==> src/source/cpuPkg.sv <==
package cpuPkg;

	// Data word, program counter and instruction word
	typedef logic [15:0] word_t;
	typedef logic [3:0] regIdx_t;
	typedef logic [3:0] opcode_t;
	// Immediate field, zero-extended on use
	typedef logic [7:0] imm_t;

	// Write-back source and next PC source
	typedef logic [1:0] wbSel_t;
	typedef logic [1:0] pcSel_t;

	localparam opcode_t OP_NOP  = 4'd0;
	localparam opcode_t OP_ADD  = 4'd1;
	localparam opcode_t OP_SUB  = 4'd2;
	localparam opcode_t OP_AND  = 4'd3;
	localparam opcode_t OP_OR   = 4'd4;
	localparam opcode_t OP_XOR  = 4'd5;
	localparam opcode_t OP_SHL  = 4'd6;
	localparam opcode_t OP_LDI  = 4'd7;
	localparam opcode_t OP_LD   = 4'd8;
	localparam opcode_t OP_ST   = 4'd9;
	localparam opcode_t OP_JMP  = 4'd10;
	localparam opcode_t OP_JZ   = 4'd11;
	localparam opcode_t OP_JC   = 4'd12;
	localparam opcode_t OP_JR   = 4'd13;
	localparam opcode_t OP_CMP  = 4'd14;
	localparam opcode_t OP_HALT = 4'd15;

	localparam wbSel_t WB_ALU = 2'd0;
	localparam wbSel_t WB_IMM = 2'd1;
	localparam wbSel_t WB_MEM = 2'd2;

	localparam pcSel_t PC_INC = 2'd0;
	localparam pcSel_t PC_IMM = 2'd1;
	localparam pcSel_t PC_REG = 2'd2;

	typedef enum logic [2:0] {
		S_IDLE,
		S_FETCH,
		S_EXEC,
		S_WBACK,
		S_HALT
	} cpuState_t;

endpackage
==> src/source/dataMemBus.sv <==
`timescale 1ns/1ps

interface dataMemBus;

	logic we;
	cpuPkg::word_t addr;
	cpuPkg::word_t wdata;
	// Word at addr, valid in the same cycle
	cpuPkg::word_t rdata;

	modport master (
		output we, addr, wdata,
		input rdata
	);

	modport slave (
		input we, addr, wdata,
		output rdata
	);

endinterface

==> src/source/dataMemory.sv <==
`timescale 1ns/1ps

module dataMemory #(
	parameter int addrBits = 8
) (
	input logic clk,
	dataMemBus.slave bus
);

	localparam int depth = 1 << addrBits;

	cpuPkg::word_t mem [depth];

	// Power-up contents are zero, kept across core resets
	initial begin
		for (int i = 0; i < depth; i++) begin
			mem[i] = 16'd0;
		end
	end

	always_ff @(posedge clk) begin
		if (bus.we) begin
			mem[bus.addr[addrBits-1:0]] <= bus.wdata;
		end
	end

	assign bus.rdata = mem[bus.addr[addrBits-1:0]];

	addrKnownOnWrite: assert property (@(posedge clk) bus.we |-> !$isunknown(bus.addr));

endmodule

==> src/flat_wrapper.sv <==
// flat-port wrapper written by rule: the top's interface ports become plain ports
module dataMemory_flat 
#(
	parameter int addrBits = 8
)
  (clk, bus_we, bus_addr, bus_wdata, bus_rdata);
  dataMemBus bus_i ();
  input logic clk;
  input wire logic [$bits(bus_i.we)-1:0] bus_we;
  input wire logic [$bits(bus_i.addr)-1:0] bus_addr;
  input wire logic [$bits(bus_i.wdata)-1:0] bus_wdata;
  output wire logic [$bits(bus_i.rdata)-1:0] bus_rdata;
  assign bus_i.we = bus_we;
  assign bus_i.addr = bus_addr;
  assign bus_i.wdata = bus_wdata;
  assign bus_rdata = bus_i.rdata;
  dataMemory #(.addrBits(addrBits)) u_core (.clk(clk), .bus(bus_i));
endmodule
==> config.mk <==
export PLATFORM = sky130hd
export DESIGN_NAME = dataMemory_flat
export DESIGN_NICKNAME = d
export VERILOG_FILES = /design/src/source/cpuPkg.sv /design/src/source/dataMemBus.sv /design/src/source/dataMemory.sv /design/src/flat_wrapper.sv
export SDC_FILE = /design/constraint.sdc
export NUM_CORES = 2
export LEC_CHECK = 0
export BUFFER_PORTS_ARGS = -buffer_cell sky130_fd_sc_hd__buf_4
export CAP_MARGIN = 20
export CORE_AREA = 2 2 512 514
export DETAILED_ROUTE_END_ITERATION = 12
export DIE_AREA = 0 0 514 516
export PLACE_DENSITY_LB_ADDON = 0.12
export SYNTH_ARGS = -nofsm -noshare
export SYNTH_HDL_FRONTEND = slang
export SYNTH_SLANG_ARGS = --single-unit
export TNS_END_PERCENT = 10
==> constraint.sdc <==
create_clock -name clk -period 3.9 [get_ports clk]
set_input_delay 0.585 -clock clk [delete_from_list [all_inputs] [get_ports clk]]
set_output_delay 0.585 -clock clk [all_outputs]
set_load 0.01 [all_outputs]
==> metrics list <==
- TritonCTS built the clock tree.
* Biggest fanout along the worst timing path: 10
* Number of hold violations in the final report: 0
- The final max-slew violation count is 0.
- Clock-pin slew was measured on the worst setup and hold paths at 0.06 ns.
- Counting buffers and inverters, the worst setup path is 14 cells deep.
* Maximum clock frequency: 0.237 GHz
- For this design the ratio of total power to cell area is 504 nW/um2.
- Of the cells placed in the final design, the portion with a size suffix greater than 1 is 35.9%.
* Area leader, netlist: edfxtp_1
* Crit path largest cell delay: ~0.53 ns
- The critical path goes through buf_16 > buf_16 > buf_16 > buf_12 > buf_4 > mux4_2 > a22oi_2 > buf_6 > a21oi_1 > o41ai_2 > buf_4 > nand4_1 > buf_4 > buf_6.
- Nature of the critical path endpoint: primary output
- Of the total power, registers draw between 50% and 60%.
- Global-route usage over all layers: 29.8%
- For this run, the post-layout net count is 7767.
* Final ANT Viol Nets: 0
- Core Rows: 187
- Flip-flop count of the largest register after layout: 4096
- Category of cells accounting for the largest share of critical-path delay: buffers and inverters
* Total of fill cells in the finished design: 15367
* CP max stage cell: mux4_2
- Number of H-tree branching levels: 5
- The final critical path takes up 108% of the cycle.
* Count of different cell masters after synthesis: 21
* Effective utilization at floorplan: 59.8%
* Final std cells w/o fill: 11451
* Number of stages on the worst hold path: 1
- Share of flip-flops with an asynchronous set or reset after synthesis: 0%
- Final worst slack: -0.323 ns
- Worst voltage drop across the vdd grid: 0.470 mV
- #FFs+latches synth: 4096
- Type of the worst setup path: input pin to primary output
- The share of synthesized area in the top cell type comes to 79.3%.
- Once layout is complete, the utilization of the core stands at a little over two thirds.
- Switching part of the total: between 20 and 25%
* Remaining DRCs: 0
- Clock period minus worst slack: 4.22 ns
* Detailed-routing iteration count for the pre-antenna-repair pass: 6
- For the worst setup path, the data required time is 3.31 ns.
- When the netlist entered floorplanning its net count stood at 6745.
- The floorplan step defined a core boundary enclosing ~260000 um2.
* DRT iter0 DRCs: 10628
- The synthesized design contains 4096 enable-type register cells.
- Internal power contribution: 0.0727 W
* Top flip-flop cell by instance count after synthesis: edfxtp_1
* Post-synthesis average cell area: 23.1 um2
- In this run, CTS created clock tree buffers numbering 409.
* Max-slew headroom at the worst pin: a little under a tenth
- Placed wire-length estimate: between 200000 and 250000 um
- Setup violations remaining at the end of the flow were counted as 16.
- Vias per cell: approximately 6.8
- Count of vias placed by the detailed router: ~77000
* Cell types occupying the most area after synthesis: edfxtp_1, mux4_2, a22oi_1
- Combinational cells account for 5.5% of the total power.
- Die height: 516 um
- The checks that failed: setup timing.
* Last weighted congestion value of the routability-driven placer: 0.866
- Floorplan die width: 514 um
- Including well taps, the total number of placed cells is 10670.
* Worst Path Arrival: 3.64 ns
* Total area of multi-input combinational cells: 31700 um2
- The first global-routing pass estimated 560000 um of wire.
- Sum of overflow across all layers after global routing: 0
- Summing every instance area after synthesis gives 155000 um2.
- Result of the run: finished with violations
- Number of ports placed on the die boundary: 50
- The final layout contains routed wiring with a total length of 397000 um.
* Setup repair after global routing missed its margin: true
- Part of the total power dissipated in the clock network: 41.6%
- Max-cap violations: 0
* Number of buffers added on ports: just over 40
* Routed length per placed instance: 34.7 um
- Critical path startpoint category: input pin
* Most frequent standard cell in the layout excluding fill and tap cells: edfxtp_1
- Tightest Pin Transition: approximately 1.4 ns
* Setup Slack @ Placement: -0.536 ns
* Number of instances in the synthesized netlist: 6711
- Entering global routing, the biggest net connects 141 pins.
- Buffer levels on the longest clock path: 4
- Portion of the post-synthesis area used by sequential elements: 79.3%
* Via count of the first global-routing pass: 76185
* Count of buffer and inverter cells on the critical path: 9
- The analysis attributes to cell leakage a power of 57.6 nW.
- Min-Delay Path Class: input pin to flip-flop
* Synthesis Warnings: 0
- Clock tree synthesis found a total of slightly above 4000 sinks.
* Switch Pwr: 0.0191 W
* Signed area change from the synthesized netlist to the final layout: 17.5%
* Commonest cells after routing, fill and taps aside: edfxtp_1, mux4_2, buf_4
- Sequential cell area: 123000 um2
* Clock tree root driver cell: clkbuf_16
- Antenna violations before repair: 14
* Area of the die: approximately 270000 um2
[power groups by stage]
stage               Sequential [W]  Combinational (W)  Clock (W)
finish                      0.0485            0.00505     0.0382
global route                0.0485            0.00525     0.0403
CTS                         0.0485            0.00487     0.0386
detailed placement          0.0495            0.00476          0
global placement            0.0495            0.00467          0
floorplan                   0.0495            0.00211          0
[kinds of logic after synthesis]
kind of cell | after synthesis | synth area share (%)
flops | 4096 | 79.3
mux | 1024 | 14.9
compound gates | 832 | 3.67
buf+inv | 421 | 1.25
simple gates | 338 | 0.909
[cells in the mapped netlist (2+ instances only)]
cell / n
edfxtp_1: 4096
mux4_2: 1024
a22oi_1: 512
clkbuf_1: 258
a21oi_1: 256
nor2_1: 232
buf_2: 78
o41ai_1: 64
buf_1: 43
nor3_1: 30
nand2_1: 28
buf_6: 27
nand4_1: 16
buf_4: 14
nand3_1: 13
nor2b_1: 7
nand2b_1: 6
and2_1: 3
or2_2: 2
[through the flow]
step	power (W)	area, um2	hold WS (ns)	TNS [ns]
after global placement	0.0541	167000	1.02	-6.02
after floorplan	0.0516	155000	0.684	0
final	0.0918	182000	0.0675	-3.30
after global routing	0.0940	182000	0.0599	-3.79
after detailed placement	0.0542	167000	1.04	-10.02
after CTS	0.0920	181000	0.0373	-3.47
[final cells by class]
cell class,count,area share [%]
sequential,4096,67.5
multi-input combinational,2194,17.4
tap,3402,2.34
timing repair buffer,1031,5.68
clock inverter,242,1.25
antenna,5,0.00687
inverter,1,0.00206
clock buffer,480,5.82
[layer usage]
metal	share of wire [%]	vias up	GRT usage (%)
met1	39	41536	43.6
li1	-	31065	-
met4	3.5	12	9.73
met2	48	4182	46.7
met3	9.3	655	5.35
met5	0.019	-	0
[worst paths after layout]
kind	from	endpoint	slack, ns
max	bus_addr[0]	bus_rdata[14]	-0.32
min	bus_wdata[5]	u_core.mem[72][5]	0.07
[repair_timing]
action,in CTS,in global routing
endpoints found under the hold margin,4,0
endpoints found under the setup margin,16,16
pin swaps,37,32
buffers inserted,4,41
cloned,2,12
resized for setup,133,138
hold buffers,1,0
(Power assumes the default switching activity.)
