--- src/source/cpuPkg.sv ---
package cpuPkg;

	// Data word, program counter and instruction word
	typedef logic [15:0] word_t;
	typedef logic [3:0] regIdx_t;
	typedef logic [3:0] opcode_t;
	// Immediate field, zero-extended on use
	typedef logic [7:0] imm_t;

	// Write-back source and next PC source
	typedef logic [1:0] wbSel_t;
	typedef logic [1:0] pcSel_t;

	localparam opcode_t OP_NOP  = 4'd0;
	localparam opcode_t OP_ADD  = 4'd1;
	localparam opcode_t OP_SUB  = 4'd2;
	localparam opcode_t OP_AND  = 4'd3;
	localparam opcode_t OP_OR   = 4'd4;
	localparam opcode_t OP_XOR  = 4'd5;
	localparam opcode_t OP_SHL  = 4'd6;
	localparam opcode_t OP_LDI  = 4'd7;
	localparam opcode_t OP_LD   = 4'd8;
	localparam opcode_t OP_ST   = 4'd9;
	localparam opcode_t OP_JMP  = 4'd10;
	localparam opcode_t OP_JZ   = 4'd11;
	localparam opcode_t OP_JC   = 4'd12;
	localparam opcode_t OP_JR   = 4'd13;
	localparam opcode_t OP_CMP  = 4'd14;
	localparam opcode_t OP_HALT = 4'd15;

	localparam wbSel_t WB_ALU = 2'd0;
	localparam wbSel_t WB_IMM = 2'd1;
	localparam wbSel_t WB_MEM = 2'd2;

	localparam pcSel_t PC_INC = 2'd0;
	localparam pcSel_t PC_IMM = 2'd1;
	localparam pcSel_t PC_REG = 2'd2;

	typedef enum logic [2:0] {
		S_IDLE,
		S_FETCH,
		S_EXEC,
		S_WBACK,
		S_HALT
	} cpuState_t;

endpackage
--- src/source/dataMemBus.sv ---
`timescale 1ns/1ps

interface dataMemBus;

	logic we;
	cpuPkg::word_t addr;
	cpuPkg::word_t wdata;
	// Word at addr, valid in the same cycle
	cpuPkg::word_t rdata;

	modport master (
		output we, addr, wdata,
		input rdata
	);

	modport slave (
		input we, addr, wdata,
		output rdata
	);

endinterface

--- src/source/cpuCore.sv ---
`timescale 1ns/1ps

module cpuCore (
	input logic clk,
	input logic rst,
	input logic run,
	output cpuPkg::word_t fetchAddr,
	input cpuPkg::word_t fetchData,
	dataMemBus.master dmem,
	output logic retireValid,
	output cpuPkg::word_t retirePc,
	output logic regWe,
	output cpuPkg::regIdx_t regWIdx,
	output cpuPkg::word_t regWData,
	output logic halted
);

	cpuPkg::cpuState_t state;
	cpuPkg::word_t pc, ir, nextPc, immWord;
	cpuPkg::word_t dstData, srcData, aluResult;
	cpuPkg::opcode_t opcode;
	cpuPkg::regIdx_t dstIdx, srcIdx;
	cpuPkg::imm_t imm;
	cpuPkg::wbSel_t wbSel;
	cpuPkg::pcSel_t pcSel;
	logic decRegWe, decFlagWe, isStore, isHalt, inExec, cFlag, zFlag;

	instrDecoder instrDecoder_i (
		.instr(ir), .cFlag(cFlag), .zFlag(zFlag),
		.opcode(opcode), .dstIdx(dstIdx), .srcIdx(srcIdx), .imm(imm),
		.regWe(decRegWe), .flagWe(decFlagWe), .wbSel(wbSel),
		.isStore(isStore), .pcSel(pcSel), .isHalt(isHalt)
	);

	registerFile registerFile_i (
		.clk(clk), .rst(rst), .we(regWe), .dstIdx(dstIdx), .srcIdx(srcIdx),
		.wData(regWData), .dstData(dstData), .srcData(srcData)
	);

	aluUnit aluUnit_i (
		.clk(clk), .rst(rst), .op(opcode), .in1(dstData), .in2(srcData),
		.flagWe(decFlagWe & inExec), .result(aluResult), .cFlag(cFlag), .zFlag(zFlag)
	);

	assign inExec = (state == cpuPkg::S_EXEC);
	assign immWord = {8'h00, imm};

	always_comb begin
		case (pcSel)
			cpuPkg::PC_IMM: nextPc = immWord;
			cpuPkg::PC_REG: nextPc = srcData;
			default: nextPc = pc + 16'd1;
		endcase
		case (wbSel)
			cpuPkg::WB_IMM: regWData = immWord;
			cpuPkg::WB_MEM: regWData = dmem.rdata;
			default: regWData = aluResult;
		endcase
	end

	// Stores address through the destination register, loads through the source
	assign dmem.addr = isStore ? dstData : srcData;
	assign dmem.wdata = srcData;
	assign dmem.we = (state == cpuPkg::S_WBACK);

	assign retireValid = (inExec && !isStore) || (state == cpuPkg::S_WBACK);
	assign retirePc = pc;
	assign regWe = inExec && decRegWe;
	assign regWIdx = dstIdx;
	assign halted = (state == cpuPkg::S_HALT);
	assign fetchAddr = pc;

	always_ff @(posedge clk, posedge rst) begin
		if (rst) begin
			state <= cpuPkg::S_IDLE;
			ir <= 16'd0;
		end else begin
			case (state)
				cpuPkg::S_IDLE: if (run) state <= cpuPkg::S_FETCH;
				cpuPkg::S_FETCH: begin
					ir <= fetchData;
					state <= cpuPkg::S_EXEC;
				end
				cpuPkg::S_EXEC: begin
					if (isHalt) state <= cpuPkg::S_HALT;
					else if (isStore) state <= cpuPkg::S_WBACK;
					else state <= cpuPkg::S_FETCH;
				end
				cpuPkg::S_WBACK: state <= cpuPkg::S_FETCH;
				default: state <= cpuPkg::S_HALT;
			endcase
		end
	end

	// PC moves on with every retirement
	always_ff @(posedge clk, posedge rst) begin
		if (rst) pc <= 16'd0;
		else if (retireValid) pc <= nextPc;
	end

	noRetireIdle: assert property (@(posedge clk) disable iff (rst)
		(state == cpuPkg::S_IDLE || state == cpuPkg::S_HALT) |-> !retireValid);
	memWriteInWback: assert property (@(posedge clk) disable iff (rst)
		dmem.we |-> (state == cpuPkg::S_WBACK && isStore));

endmodule

--- src/source/instrDecoder.sv ---
`timescale 1ns/1ps

module instrDecoder (
	input cpuPkg::word_t instr,
	input logic cFlag,
	input logic zFlag,
	output cpuPkg::opcode_t opcode,
	output cpuPkg::regIdx_t dstIdx,
	output cpuPkg::regIdx_t srcIdx,
	output cpuPkg::imm_t imm,
	output logic regWe,
	output logic flagWe,
	output cpuPkg::wbSel_t wbSel,
	output logic isStore,
	output cpuPkg::pcSel_t pcSel,
	output logic isHalt
);

	// Source index and immediate share the low byte
	assign opcode = instr[15:12];
	assign dstIdx = instr[11:8];
	assign srcIdx = instr[7:4];
	assign imm = instr[7:0];

	always_comb begin
		regWe = 1'b0;
		flagWe = 1'b0;
		wbSel = cpuPkg::WB_ALU;
		isStore = 1'b0;
		pcSel = cpuPkg::PC_INC;
		isHalt = 1'b0;
		case (opcode)
			cpuPkg::OP_ADD, cpuPkg::OP_SUB, cpuPkg::OP_AND,
			cpuPkg::OP_OR, cpuPkg::OP_XOR, cpuPkg::OP_SHL: begin
				regWe = 1'b1;
				flagWe = 1'b1;
			end
			cpuPkg::OP_CMP: flagWe = 1'b1;
			cpuPkg::OP_LDI: begin
				regWe = 1'b1;
				wbSel = cpuPkg::WB_IMM;
			end
			cpuPkg::OP_LD: begin
				regWe = 1'b1;
				wbSel = cpuPkg::WB_MEM;
			end
			cpuPkg::OP_ST: isStore = 1'b1;
			cpuPkg::OP_JMP: pcSel = cpuPkg::PC_IMM;
			// Conditional jumps resolved here from the stored flags
			cpuPkg::OP_JZ: pcSel = zFlag ? cpuPkg::PC_IMM : cpuPkg::PC_INC;
			cpuPkg::OP_JC: pcSel = cFlag ? cpuPkg::PC_IMM : cpuPkg::PC_INC;
			cpuPkg::OP_JR: pcSel = cpuPkg::PC_REG;
			cpuPkg::OP_HALT: isHalt = 1'b1;
			default: begin
			end
		endcase
	end

endmodule

--- src/source/registerFile.sv ---
`timescale 1ns/1ps

module registerFile (
	input logic clk,
	input logic rst,
	input logic we,
	input cpuPkg::regIdx_t dstIdx,
	input cpuPkg::regIdx_t srcIdx,
	input cpuPkg::word_t wData,
	output cpuPkg::word_t dstData,
	output cpuPkg::word_t srcData
);

	cpuPkg::word_t regs [16];

	always_ff @(posedge clk, posedge rst) begin
		if (rst) begin
			for (int i = 0; i < 16; i++) begin
				regs[i] <= 16'd0;
			end
		end else if (we) begin
			regs[dstIdx] <= wData;
		end
	end

	// Both reads are combinational
	assign dstData = regs[dstIdx];
	assign srcData = regs[srcIdx];

	// A write must never take an unknown value from the write-back path
	wDataKnown: assert property (
		@(posedge clk) disable iff (rst) we |-> !$isunknown(wData)
	);

endmodule

--- src/source/aluUnit.sv ---
`timescale 1ns/1ps

module aluUnit (
	input logic clk,
	input logic rst,
	input cpuPkg::opcode_t op,
	input cpuPkg::word_t in1,
	input cpuPkg::word_t in2,
	input logic flagWe,
	output cpuPkg::word_t result,
	output logic cFlag,
	output logic zFlag
);

	// Bit 16 holds carry out, or borrow for subtraction
	logic [16:0] wide;
	logic nextZero;

	always_comb begin
		case (op)
			cpuPkg::OP_ADD: begin
				wide = {1'b0, in1} + {1'b0, in2};
			end
			cpuPkg::OP_SUB,
			cpuPkg::OP_CMP: begin
				wide = {1'b0, in1} - {1'b0, in2};
			end
			cpuPkg::OP_AND: begin
				wide = {1'b0, in1 & in2};
			end
			cpuPkg::OP_OR: begin
				wide = {1'b0, in1 | in2};
			end
			cpuPkg::OP_XOR: begin
				wide = {1'b0, in1 ^ in2};
			end
			// Carry takes the bit shifted out
			cpuPkg::OP_SHL: begin
				wide = {in1, 1'b0};
			end
			default: begin
				wide = {1'b0, in1};
			end
		endcase
	end

	assign result = wide[15:0];
	assign nextZero = (wide[15:0] == 16'd0);

	always_ff @(posedge clk, posedge rst) begin
		if (rst) begin
			cFlag <= 1'b0;
			zFlag <= 1'b0;
		end else if (flagWe) begin
			cFlag <= wide[16];
			zFlag <= nextZero;
		end
	end

endmodule

--- src/flat_wrapper.sv ---
// flat-port wrapper written by rule: the top's interface ports become plain ports
module cpuCore_flat 
  (clk, rst, run, fetchAddr, fetchData, retireValid, retirePc, regWe, regWIdx, regWData, halted, dmem_we, dmem_addr, dmem_wdata, dmem_rdata);
  dataMemBus dmem_i ();
  input logic clk;
  input logic rst;
  input logic run;
  output cpuPkg::word_t fetchAddr;
  input cpuPkg::word_t fetchData;
  output logic retireValid;
  output cpuPkg::word_t retirePc;
  output logic regWe;
  output cpuPkg::regIdx_t regWIdx;
  output cpuPkg::word_t regWData;
  output logic halted;
  output wire logic [$bits(dmem_i.we)-1:0] dmem_we;
  output wire logic [$bits(dmem_i.addr)-1:0] dmem_addr;
  output wire logic [$bits(dmem_i.wdata)-1:0] dmem_wdata;
  input wire logic [$bits(dmem_i.rdata)-1:0] dmem_rdata;
  assign dmem_we = dmem_i.we;
  assign dmem_addr = dmem_i.addr;
  assign dmem_wdata = dmem_i.wdata;
  assign dmem_i.rdata = dmem_rdata;
  cpuCore u_core (.clk(clk), .rst(rst), .run(run), .fetchAddr(fetchAddr), .fetchData(fetchData), .dmem(dmem_i), .retireValid(retireValid), .retirePc(retirePc), .regWe(regWe), .regWIdx(regWIdx), .regWData(regWData), .halted(halted));
endmodule
--- config.mk ---
export PLATFORM = sky130hd
export DESIGN_NAME = cpuCore_flat
export DESIGN_NICKNAME = d
export VERILOG_FILES = /design/src/source/cpuPkg.sv /design/src/source/dataMemBus.sv /design/src/source/cpuCore.sv /design/src/source/instrDecoder.sv /design/src/source/registerFile.sv /design/src/source/aluUnit.sv /design/src/flat_wrapper.sv
export SDC_FILE = /design/constraint.sdc
export NUM_CORES = 1
export LEC_CHECK = 0
export ABC_AREA = 1
export ABC_CLOCK_PERIOD_IN_PS = 12500
export BUFFER_PORTS_ARGS = -buffer_cell sky130_fd_sc_hd__buf_2
export CORE_MARGIN = 2
export CORE_UTILIZATION = 50
export DETAILED_ROUTE_END_ITERATION = 8
export PLACE_DENSITY_LB_ADDON = 0.3
export SETUP_SLACK_MARGIN = 0.3
export SKIP_LAST_GASP = 1
export SYNTH_ARGS = -nofsm -noshare
export SYNTH_HDL_FRONTEND = slang
export SYNTH_HIERARCHICAL = 1
export SYNTH_SLANG_ARGS = --single-unit
--- constraint.sdc ---
create_clock -name clk -period 12.5 [get_ports clk]
set_clock_uncertainty 0.15 [all_clocks]
set_input_delay 1.25 -clock clk [delete_from_list [all_inputs] [get_ports clk]]
set_output_delay 1.25 -clock clk [all_outputs]
set_load 0.01 [all_outputs]
==> results.md, run 1 <==
- CP max FO: 84
- Tmin final: 8270 ps
- First-pass GRT wire length: 115000 um
- WP data arrival: 6870 ps
- Largest net degree at the start of global routing: 129
- Initial Utilization: 0.504
- Diodes inserted: 0
- Final hold violations: 0
- CTS Hold Buffers Added: 0
- Worst setup SP type: register
- Number of global-route vias before repair: 20.4k
- Yosys reg bits: 293
- Row count: 75
- Share of cells above drive strength 1: 0.0918
- GR Util All Layers: 0.337
- HP Class: register to register
- GRT overflow: 0
- Setup Viol. Count Final: 0
- Max-cap check violation count: 0
- Number of routed nets with antenna violations: 0
- Setup TNS: 0 ps
- Final cycle utilization of the critical path: 0.661
- Sequential fraction of the synthesis area: 0.349
- Setup CP Type: register to output pin
- Reg clk slew, reported paths: 60 ps
- CTS tree: done
- Clock Latency Late Sink: 560 ps
- Placed cell area: 21400 um^2
- Worst-margin pin slew: 1260 ps
- RSZ-0062 raised after global routing: false
- H-tree Lvls: 2
- Hold worst-path end: u_core/registerFile_i/regs[188]
- Mean Syn Cell Area: 6.31 um^2
- Clock buffer depth: 3
- Floorplan Core Area: 41800 um^2
- Asr flop ratio synth: 1.00
- HP Start: u_core/registerFile_i/regs[188]
- Drt wl/cell: 19.3 um
- Main flop type after synthesis: dfrtp_1
- Hpwl dp: 46900 um
- Rel. slew slack: 0.162
- Die H: 209 um
- Drt drc: 0
- Worst R2R Path Depth: 27
- Die footprint: 43700 um^2
- Hold Path Depth: 2
- Cells after Synth: 3334
- Mapped cell area: 21000 um^2
- Clock buffer count from CTS: 35
- CTS Sinks: 293
- DR vias/cell: 5.65
- Die Wd: 209 um
- Routed WL: 74400 um
- Buffers on Ports: 122
- Fill cells: 4082
- Pins over their slew limit: 0
- Status: finished clean
- RR Startpoint: u_core/ir[4]
- Post-CTS sizing: 0
- Req. time, crit path: 11100 ps
- Total number of yosys warnings: 6
- R2R Path End: u_core/registerFile_i/regs[62]
- Post-route cell area: 22600 um^2
- FF-to-FF setup slack: 5650 ps
- DR pass1 iterations: 6
- Total number of vias: 21.8k
- Post-Synthesis Net Count: 3424
- RD Place Congestion: 0.951
- Peak Freq: 0.121 GHz
- Boundary Pins: 123
- WHS: 362 ps
- Clk root buf: clkbuf_16
- Area Overhead vs Synth: 7.26%
- Final Net Count: 3379
- Number of synthesized flops with an enable pin: 0
- Initial antenna violation count: 1
- Setup crit end kind: output pin
- Postcts setup bufs: 0
- Netlist cell types: 46
- DR iter-0 viols: 2481
## cell families after synthesis
kind of cell,count (synthesis),share of synthesized area
simple gates,1875,0.362
buf+inv,671,0.135
compound gates,397,0.0985
flops,293,0.349
fa+ha+maj,55,0.0331
mux,27,0.0161
xor+xnor,16,0.00666
## cell usage after synthesis, types with 2 or more instances
library cell,n,share of area
dfrtp_1,293,0.35
nor3_1,14,0.0033
clkbuf_1,87,0.016
o21ai_0,286,0.068
buf_6,4,0.0021
inv_2,14,0.0025
o211ai_1,4,0.0014
nor4_1,2,0.00059
o21ai_2,2,0.00083
buf_2,76,0.018
mux2_4,9,0.0064
o22ai_1,6,0.0018
nand2_4,3,0.0016
a31oi_1,3,0.00089
nand3_1,275,0.065
o21ai_1,39,0.0093
nor2_4,6,0.0032
nand2_2,5,0.0015
a211oi_1,2,0.00071
nor3_2,2,0.00095
buf_4,53,0.019
nand2_1,1456,0.26
inv_1,423,0.075
nand3b_1,4,0.0014
or2_2,8,0.0024
buf_1,12,0.0021
nand4_1,7,0.0021
a22oi_1,5,0.0018
nand3_2,2,0.00095
nor2_1,77,0.014
xor2_1,16,0.0067
nor2_2,12,0.0036
o21bai_1,3,0.0011
a21oi_1,39,0.0093
mux2_2,18,0.0096
o2111ai_1,4,0.0017
ha_1,54,0.032
## per-layer routing
| layer | global-route usage | part of all wire | vias to the layer above |
|---|---|---|---|
| li1 | - | - | 10100 |
| met1 | 0.439 | 0.39 | 10100 |
| met2 | 0.539 | 0.45 | 1307 |
| met3 | 0.0666 | 0.11 | 246 |
| met4 | 0.163 | 0.050 | 0 |
| met5 | 0 | 0 | - |
## through the flow
stage | cells | util | setup WS [ps]
2_1_floorplan | 3334 | - | 4060
3_3_place_gp | 3791 | 0.512 | 5210
3_5_place_dp | 3791 | 0.512 | 5020
4_1_cts | 3850 | 0.540 | 4420
5_1_grt | 3850 | 0.540 | 3850
6_report | 3850 | 0.540 | 4230
## layout make-up
cell class	instances	area, um^2	area share
Timing Repair Buffer	150	821	0.0364
Clock inverter	10	168	0.00743
Tap cell	539	674	0.0299
Sequential cell	293	7340	0.325
Inverter	439	1660	0.0736
Clock buffer	49	1010	0.0448
Multi-Input combinational cell	2370	10900	0.482
## cells in the final DEF, fill, tap and decap left out, types with 8 or more instances in the layout
cell       instances
mux2_2            18
inv_1            421
a21oi_1           39
inv_2             14
nand2_1         1451
o21ai_0          286
buf_4             28
clkbuf_16         36
buf_2            122
dfrtp_1          289
nor2_1            73
nor2_2            16
o21ai_1           39
or2_2              8
ha_1              54
nor3_1            13
nand2_2           10
xor2_1            16
nand3_1          275
mux2_4             9
## registers in the layout, indices dropped and copies added, names as in the netlist
signal,cells
u_core/ir,16
u_core/registerFile_i/regs,256
u_core/fetchAddr,16
u_core/state,3
u_core/aluUnit_i/zFlag,1
u_core/aluUnit_i/cFlag,1
## worst max path at each step
stage,startpoint,endpoint,slack (ps),depth (start not counted)
floorplan,rst,u_core/registerFile_i/regs[0],4060,1
global placement,u_core/ir[4],regWData[14],5210,26
detailed placement,u_core/ir[4],regWData[14],5020,26
CTS,u_core/ir[4],regWData[14],4420,26
global route,u_core/ir[4],regWData[14],3850,26
finish,u_core/ir[4],regWData[14],4230,26
## worst max-delay path: stages, from the launching register on
cell	delay [ps]
dfrtp_4	790
inv_2	360
buf_4	850
nand2_1	130
nand3_1	110
nand3_1	90
nand3_1	120
nand2_1	270
nor3_1	480
a31oi_1	250
o21bai_1	250
a21oi_2	210
o21ai_0	150
xor2_1	170
ha_1	360
a21oi_1	260
nand2_1	80
a21oi_1	200
nand2_1	80
nand2_1	60
nand3_1	80
nand2_1	80
nand2_1	70
inv_1	60
nand2_1	50
nand2_1	420
buf_2	230
Power of run 1 is left out: the tool's default activity adds up to more than one toggle a clock period on the data nets, which glitch-free logic cannot reach.
==> inputs of run 2 (changes only) <==
ABC_AREA = 0   (was 1)
ABC_CLOCK_PERIOD_IN_PS = 7800   (was 12500)
clock period = 7.8 ns   (was 12.5 ns; I/O delays follow)
==> run 2 against run 1 <==
Clock-buffer cell count fell by 8. Via count fell by 36%. Cell count shrank 46%. Sequential cell count unchanged. First-iteration DRC count down 43%. Global-route usage down 3.5 points. Hold slack lost 100 ps. Cell area down 7.9%. Critical endpoint is now regWData[15].
==> results.md, run 2 <==
- Boundary Pins: 123
- Clock buffer count from CTS: 31
- Netlist cell types: 83
- Final Net Count: 1674
- Number of routed nets with antenna violations: 0
- WP data arrival: 6190 ps
- Mapped cell area: 18800 um^2
- Clock Latency Late Sink: 590 ps
- Top reg by flops: u_core/registerFile_i/regs
- CP max FO: 12
- CTS tree: done
- Total number of yosys warnings: 6
- Worst-margin pin slew: 1330 ps
- Total number of vias: 13.9k
- Setup ws final: 684 ps
- Post-Synthesis Net Count: 1618
- Setup Viol. Count Final: 0
- Initial Utilization: 0.510
- Clk root buf: clkbuf_16
- Die Wd: 198 um
- Setup crit end kind: output pin
- Die footprint: 39100 um^2
- Drt drc: 0
- Most frequent cells after synthesis: 293 x dfrtp_1, 279 x mux2_2, 128 x mux4_2, 90 x a22oi_1, 88 x nand2_1
- Cells after Synth: 1528
- Pre-CTS setup slack: 862 ps
- Req. time, crit path: 6870 ps
- Mean Syn Cell Area: 12.3 um^2
- Number of synthesized flops with an enable pin: 0
- Reg clk slew, reported paths: 70 ps
- Synth top area share: 0.391
- Largest area contributor in the synthesized netlist: dfrtp_1
- Number of global-route vias before repair: 13.8k
- Fill cells: 2983
- H-tree Lvls: 1
- DR iter-0 viols: 1413
- Max-cap check violation count: 0
- Worst setup SP type: register
- Routed WL: 58400 um
- First-pass GRT wire length: 87900 um
- Floorplan Core Area: 36800 um^2
- Setup CP Type: register to output pin
- Hpwl dp: 40000 um
- GR Util All Layers: 0.302
- Most frequent cells in the layout: 289 x dfrtp_1, 279 x mux2_2, 128 x mux4_2, 122 x buf_2, 90 x a22oi_1
- Synth top area cells: dfrtp_1 39%, mux2_2 17%, mux4_2 15%
- DR pass1 iterations: 5
- Final hold violations: 0
- RD Place Congestion: 0.968
- Rel. slew slack: 0.109
- Die H: 198 um
- GRT overflow: 0
- Max reg flops: 256
- Peak Freq: 0.141 GHz
- Post-route cell area: 20800 um^2
- Largest net degree at the start of global routing: 63
- Placed cell area: 19600 um^2
- Clock buffer depth: 3
- Top-count cell post-synth: dfrtp_1
- Pins over their slew limit: 0
- RSZ-0062 raised after global routing: false
- Row count: 70
- HP Class: input port to register
- Share of cells above drive strength 1: 0.430
- Main flop type after synthesis: dfrtp_1
- Initial antenna violation count: 2
- Multi-input logic area: 10300 um^2
- CTS Sinks: 293
- Final cycle utilization of the critical path: 0.912
- Status: finished clean
- Tmin final: 7120 ps
- Sequential fraction of the synthesis area: 0.391
- FF/Latch Area: 7350 um^2
- Asr flop ratio synth: 1.00
- Area Overhead vs Synth: 10.8%
- Yosys reg bits: 293
- Setup TNS: 0 ps
- Drt wl/cell: 28.1 um
- WHS: 260 ps
- Commonest non-fill, non-tap cell in the layout: dfrtp_1
- DR vias/cell: 6.68
- Buffers on Ports: 122
[run 2: through the flow]
step                      cells  utilization
after global routing       2078        0.565
after detailed placement   2016        0.532
after CTS                  2076        0.564
after floorplan            1528            -
after global placement     2016        0.532
final                      2078        0.565
[run 2: worst paths after layout]
check | startpoint | to | slack (ps) | cells after the start
worst max-delay path | u_core/ir[4] | regWData[15] | 680 | 22
worst min-delay path | fetchData[9] | u_core/ir[9] | 260 | 2
worst max register to register | u_core/ir[4] | u_core/aluUnit_i/zFlag | 1630 | 21
worst min register to register | u_core/registerFile_i/regs[224] | u_core/registerFile_i/regs[224] | 370 | 1
max in group asynchronous | rst | u_core/registerFile_i/regs[16] | 4920 | 5
min in group asynchronous | rst | u_core/aluUnit_i/zFlag | 480 | 3
[run 2: layer usage]
| layer | wire (um) | part of all wire | vias up | GRT usage |
|---|---|---|---|---|
| met5 | 0 | 0 | - | 0 |
| met4 | 2290 | 0.039 | 0 | 0.115 |
| met3 | 5180 | 0.089 | 144 | 0.0530 |
| met2 | 27700 | 0.47 | 729 | 0.482 |
| met1 | 23200 | 0.40 | 7101 | 0.414 |
| li1 | - | - | 5909 | - |
[run 2: kinds of logic after synthesis]
family / Yosys count / synth area share
flops: 293 / 0.391
compound gates: 257 / 0.0987
fa+ha+maj: 55 / 0.0371
buf+inv: 217 / 0.0586
mux: 419 / 0.328
simple gates: 262 / 0.0749
xor+xnor: 25 / 0.0117
[run 2: area by class of cell]
type | instances | area share
diodes | 1 | 0.000120
inverters | 51 | 0.00939
repair buffers | 189 | 0.0553
clock inverters | 17 | 0.0132
well taps | 468 | 0.0282
flip-flops and latches | 293 | 0.354
multi-input cells | 1018 | 0.497
clock buffers | 41 | 0.0430
[run 2: worst max-delay path: stages (launching register included)]
cell	delay (ps)
dfrtp_4	630
buf_16	210
mux4_2	520
a22oi_1	160
nand2_1	280
inv_1	200
nand4_1	180
nor4_1	300
buf_4	200
nand2_1	50
nand2_1	140
o21ai_0	140
xnor2_1	180
ha_1	430
nand2_1	120
a21oi_1	50
or4_1	480
o221a_2	250
o21a_1	180
o21a_1	180
o31ai_1	210
a22o_1	340
buf_2	190
[run 2: timing repair]
action / 4_1_cts / 5_1_grt
endpoints found under the setup margin: 1 / 2
resized for setup: 0 / 2
hold endpoints to repair: 2 / 0
hold buffers: 1 / 0
cloned: 0 / 0
setup buffers: 1 / 1
Power of run 2 is left out for the same reason.
==> inputs of run 3 (changes only) <==
CTS_BUF_LIST = sky130_fd_sc_hd__clkbuf_8   (was default)
==> run 3 against run 2 <==
Clock-buffer cell count grew 30. Core utilization shrank 0.13 points. Setup slack lost 68 ps. Die area is the same. First-iteration DRC count grew 6.3%. Sequential share of layout area grew 0.081 points. Non-clock buffer count is the same. Cell count grew 1.5%. Sequential cell count is the same. Cell area shrank 0.23%. Global-route usage grew 0.15 points. Critical path depth is the same.
==> results.md, run 3 (same netlist as run 2, synthesis figures left out) <==
- HP Class: input port to register
- Critical Path Sink: regWData[15]
- Max-cap check violation count: 0
- H-tree Lvls: 2
- Setup CP Type: register to output pin
- Crit-path most repeated cell: nand2_1
- Fill cells: 3007
- RD Place Congestion: 0.968
- CTS tree: done
- Commonest non-fill, non-tap cell in the layout: dfrtp_1
- Die Wd: 198 um
- Final cycle utilization of the critical path: 0.921
- Crit path from: u_core/ir[4]
- Critical path's largest stage delay: 630 ps
- Req. time, crit path: 6870 ps
- Clock Latency Late Sink: 630 ps
- Tmin final: 7180 ps
- RSZ-0062 raised after global routing: false
- Setup Viol. Count Final: 0
- Die H: 198 um
- CP max FO: 12
- Share of cells above drive strength 1: 0.436
- DR iter-0 viols: 1502
- Initial Utilization: 0.510
- R2R Path End: u_core/aluUnit_i/zFlag
- Status: finished clean
- Drt drc: 0
- Row count: 70
- Max reg flops: 256
- Pins over their slew limit: 0
- First-pass GRT wire length: 87700 um
- Worst setup SP type: register
- Boundary Pins: 123
- Rel. slew slack: 0.102
- Number of routed nets with antenna violations: 0
- DR pass1 iterations: 5
- GR Util All Layers: 0.303
- Reg clk slew, reported paths: 70 ps
- Clk root buf: clkbuf_8
- Routed WL: 58200 um
- CTS Sinks: 293
- Floorplan Core Area: 36800 um^2
- Largest net degree at the start of global routing: 63
- FF-to-FF setup slack: 1650 ps
- FF/Latch Area: 7350 um^2
- Number of global-route vias before repair: 13.9k
- Most frequent cells in the layout: 289 x dfrtp_1, 279 x mux2_2, 128 x mux4_2, 122 x buf_2, 90 x a22oi_1
- Buffers on Ports: 122
- Initial antenna violation count: 3
- Drt wl/cell: 27.6 um
- Clock buffer depth: 3
- GRT overflow: 0
- Final Net Count: 1693
- WP data arrival: 6250 ps
- Worst R2R Path Depth: 17
- Setup crit end kind: output pin
- Peak Freq: 0.139 GHz
- Die footprint: 39100 um^2
- Hpwl dp: 40000 um
- Multi-input logic area: 10300 um^2
- Area Overhead vs Synth: 10.5%
- Setup TNS: 0 ps
- Clock buffer count from CTS: 50
- Final hold violations: 0
- DR vias/cell: 6.65
- Worst-margin pin slew: 1340 ps
- RR Startpoint: u_core/ir[4]
- Slowest cell on the critical path: dfrtp_4
- Total number of vias: 14.0k
- Top reg by flops: u_core/registerFile_i/regs
- Crit path cell chain: buf_16, mux4_2, a22oi_1, nand2_1, inv_1, nand4_1, nor4_1, buf_4, nand2_1, nand2_1, o21ai_0, xnor2_1, ha_1, nand2_1, a21oi_1, or4_1, o221a_2, o21a_1, o21a_1, o31ai_1, a22o_1, buf_2
run 3: final cells by class:
class / count / share of cell area
antenna: 1 / 0.000121
clock buffer: 71 / 0.0471
clock inverter: 19 / 0.00688
inverter: 51 / 0.00941
multi-input combinational: 1018 / 0.499
sequential: 293 / 0.354
tap: 468 / 0.0282
timing repair buffer: 189 / 0.0554
run 3: critical path, delay by kind of cell, from the launching register on:
| family | cells | cell delay, ps |
|---|---|---|
| mux | 1 | 520 |
| buf+inv | 4 | 810 |
| xor+xnor | 1 | 180 |
| flops | 1 | 630 |
| fa+ha+maj | 1 | 430 |
| simple gates | 7 | 1530 |
| compound gates | 8 | 1510 |
run 3: worst min-delay path by stage:
stage          slack, ps                             from  depth (start not counted)                              end
3_5_place_dp         360  u_core/registerFile_i/regs[220]                          1  u_core/registerFile_i/regs[220]
5_1_grt              200                    fetchData[11]                          2                    u_core/ir[11]
3_3_place_gp         350   u_core/registerFile_i/regs[74]                          1   u_core/registerFile_i/regs[74]
6_report             220                     fetchData[9]                          2                     u_core/ir[9]
4_1_cts              180                     fetchData[9]                          2                     u_core/ir[9]
2_1_floorplan        300           u_core/aluUnit_i/zFlag                          2           u_core/aluUnit_i/zFlag
run 3: per-stage QoR:
step	area [um^2]	hold slack [ps]	setup WS, ps	instances	util
final	20700	217	616	2110	0.564
after floorplan	18800	297	1700	1528	-
after CTS	20700	182	330	2108	0.563
after global routing	20700	201	299	2110	0.564
after detailed placement	19600	357	862	2016	0.532
after global placement	19600	352	858	2016	0.532
run 3: what timing repair did:
item / 4_1_cts / 5_1_grt
gates resized for setup: 0 / 2
setup endpoints to repair: 1 / 2
setup buffers: 1 / 1
endpoints found under the hold margin: 2 / 0
hold buffers: 1 / 0
gates cloned: 0 / 0
run 3: layer usage:
| metal | part of all wire | up-vias | GRT usage |
|---|---|---|---|
| li1 | - | 5943 | - |
| met3 | 0.087 | 161 | 0.0623 |
| met4 | 0.044 | 2 | 0.136 |
| met5 | 0.00021 | - | 0 |
| met1 | 0.40 | 7171 | 0.408 |
| met2 | 0.47 | 744 | 0.477 |
Power of run 3 is left out for the same reason.
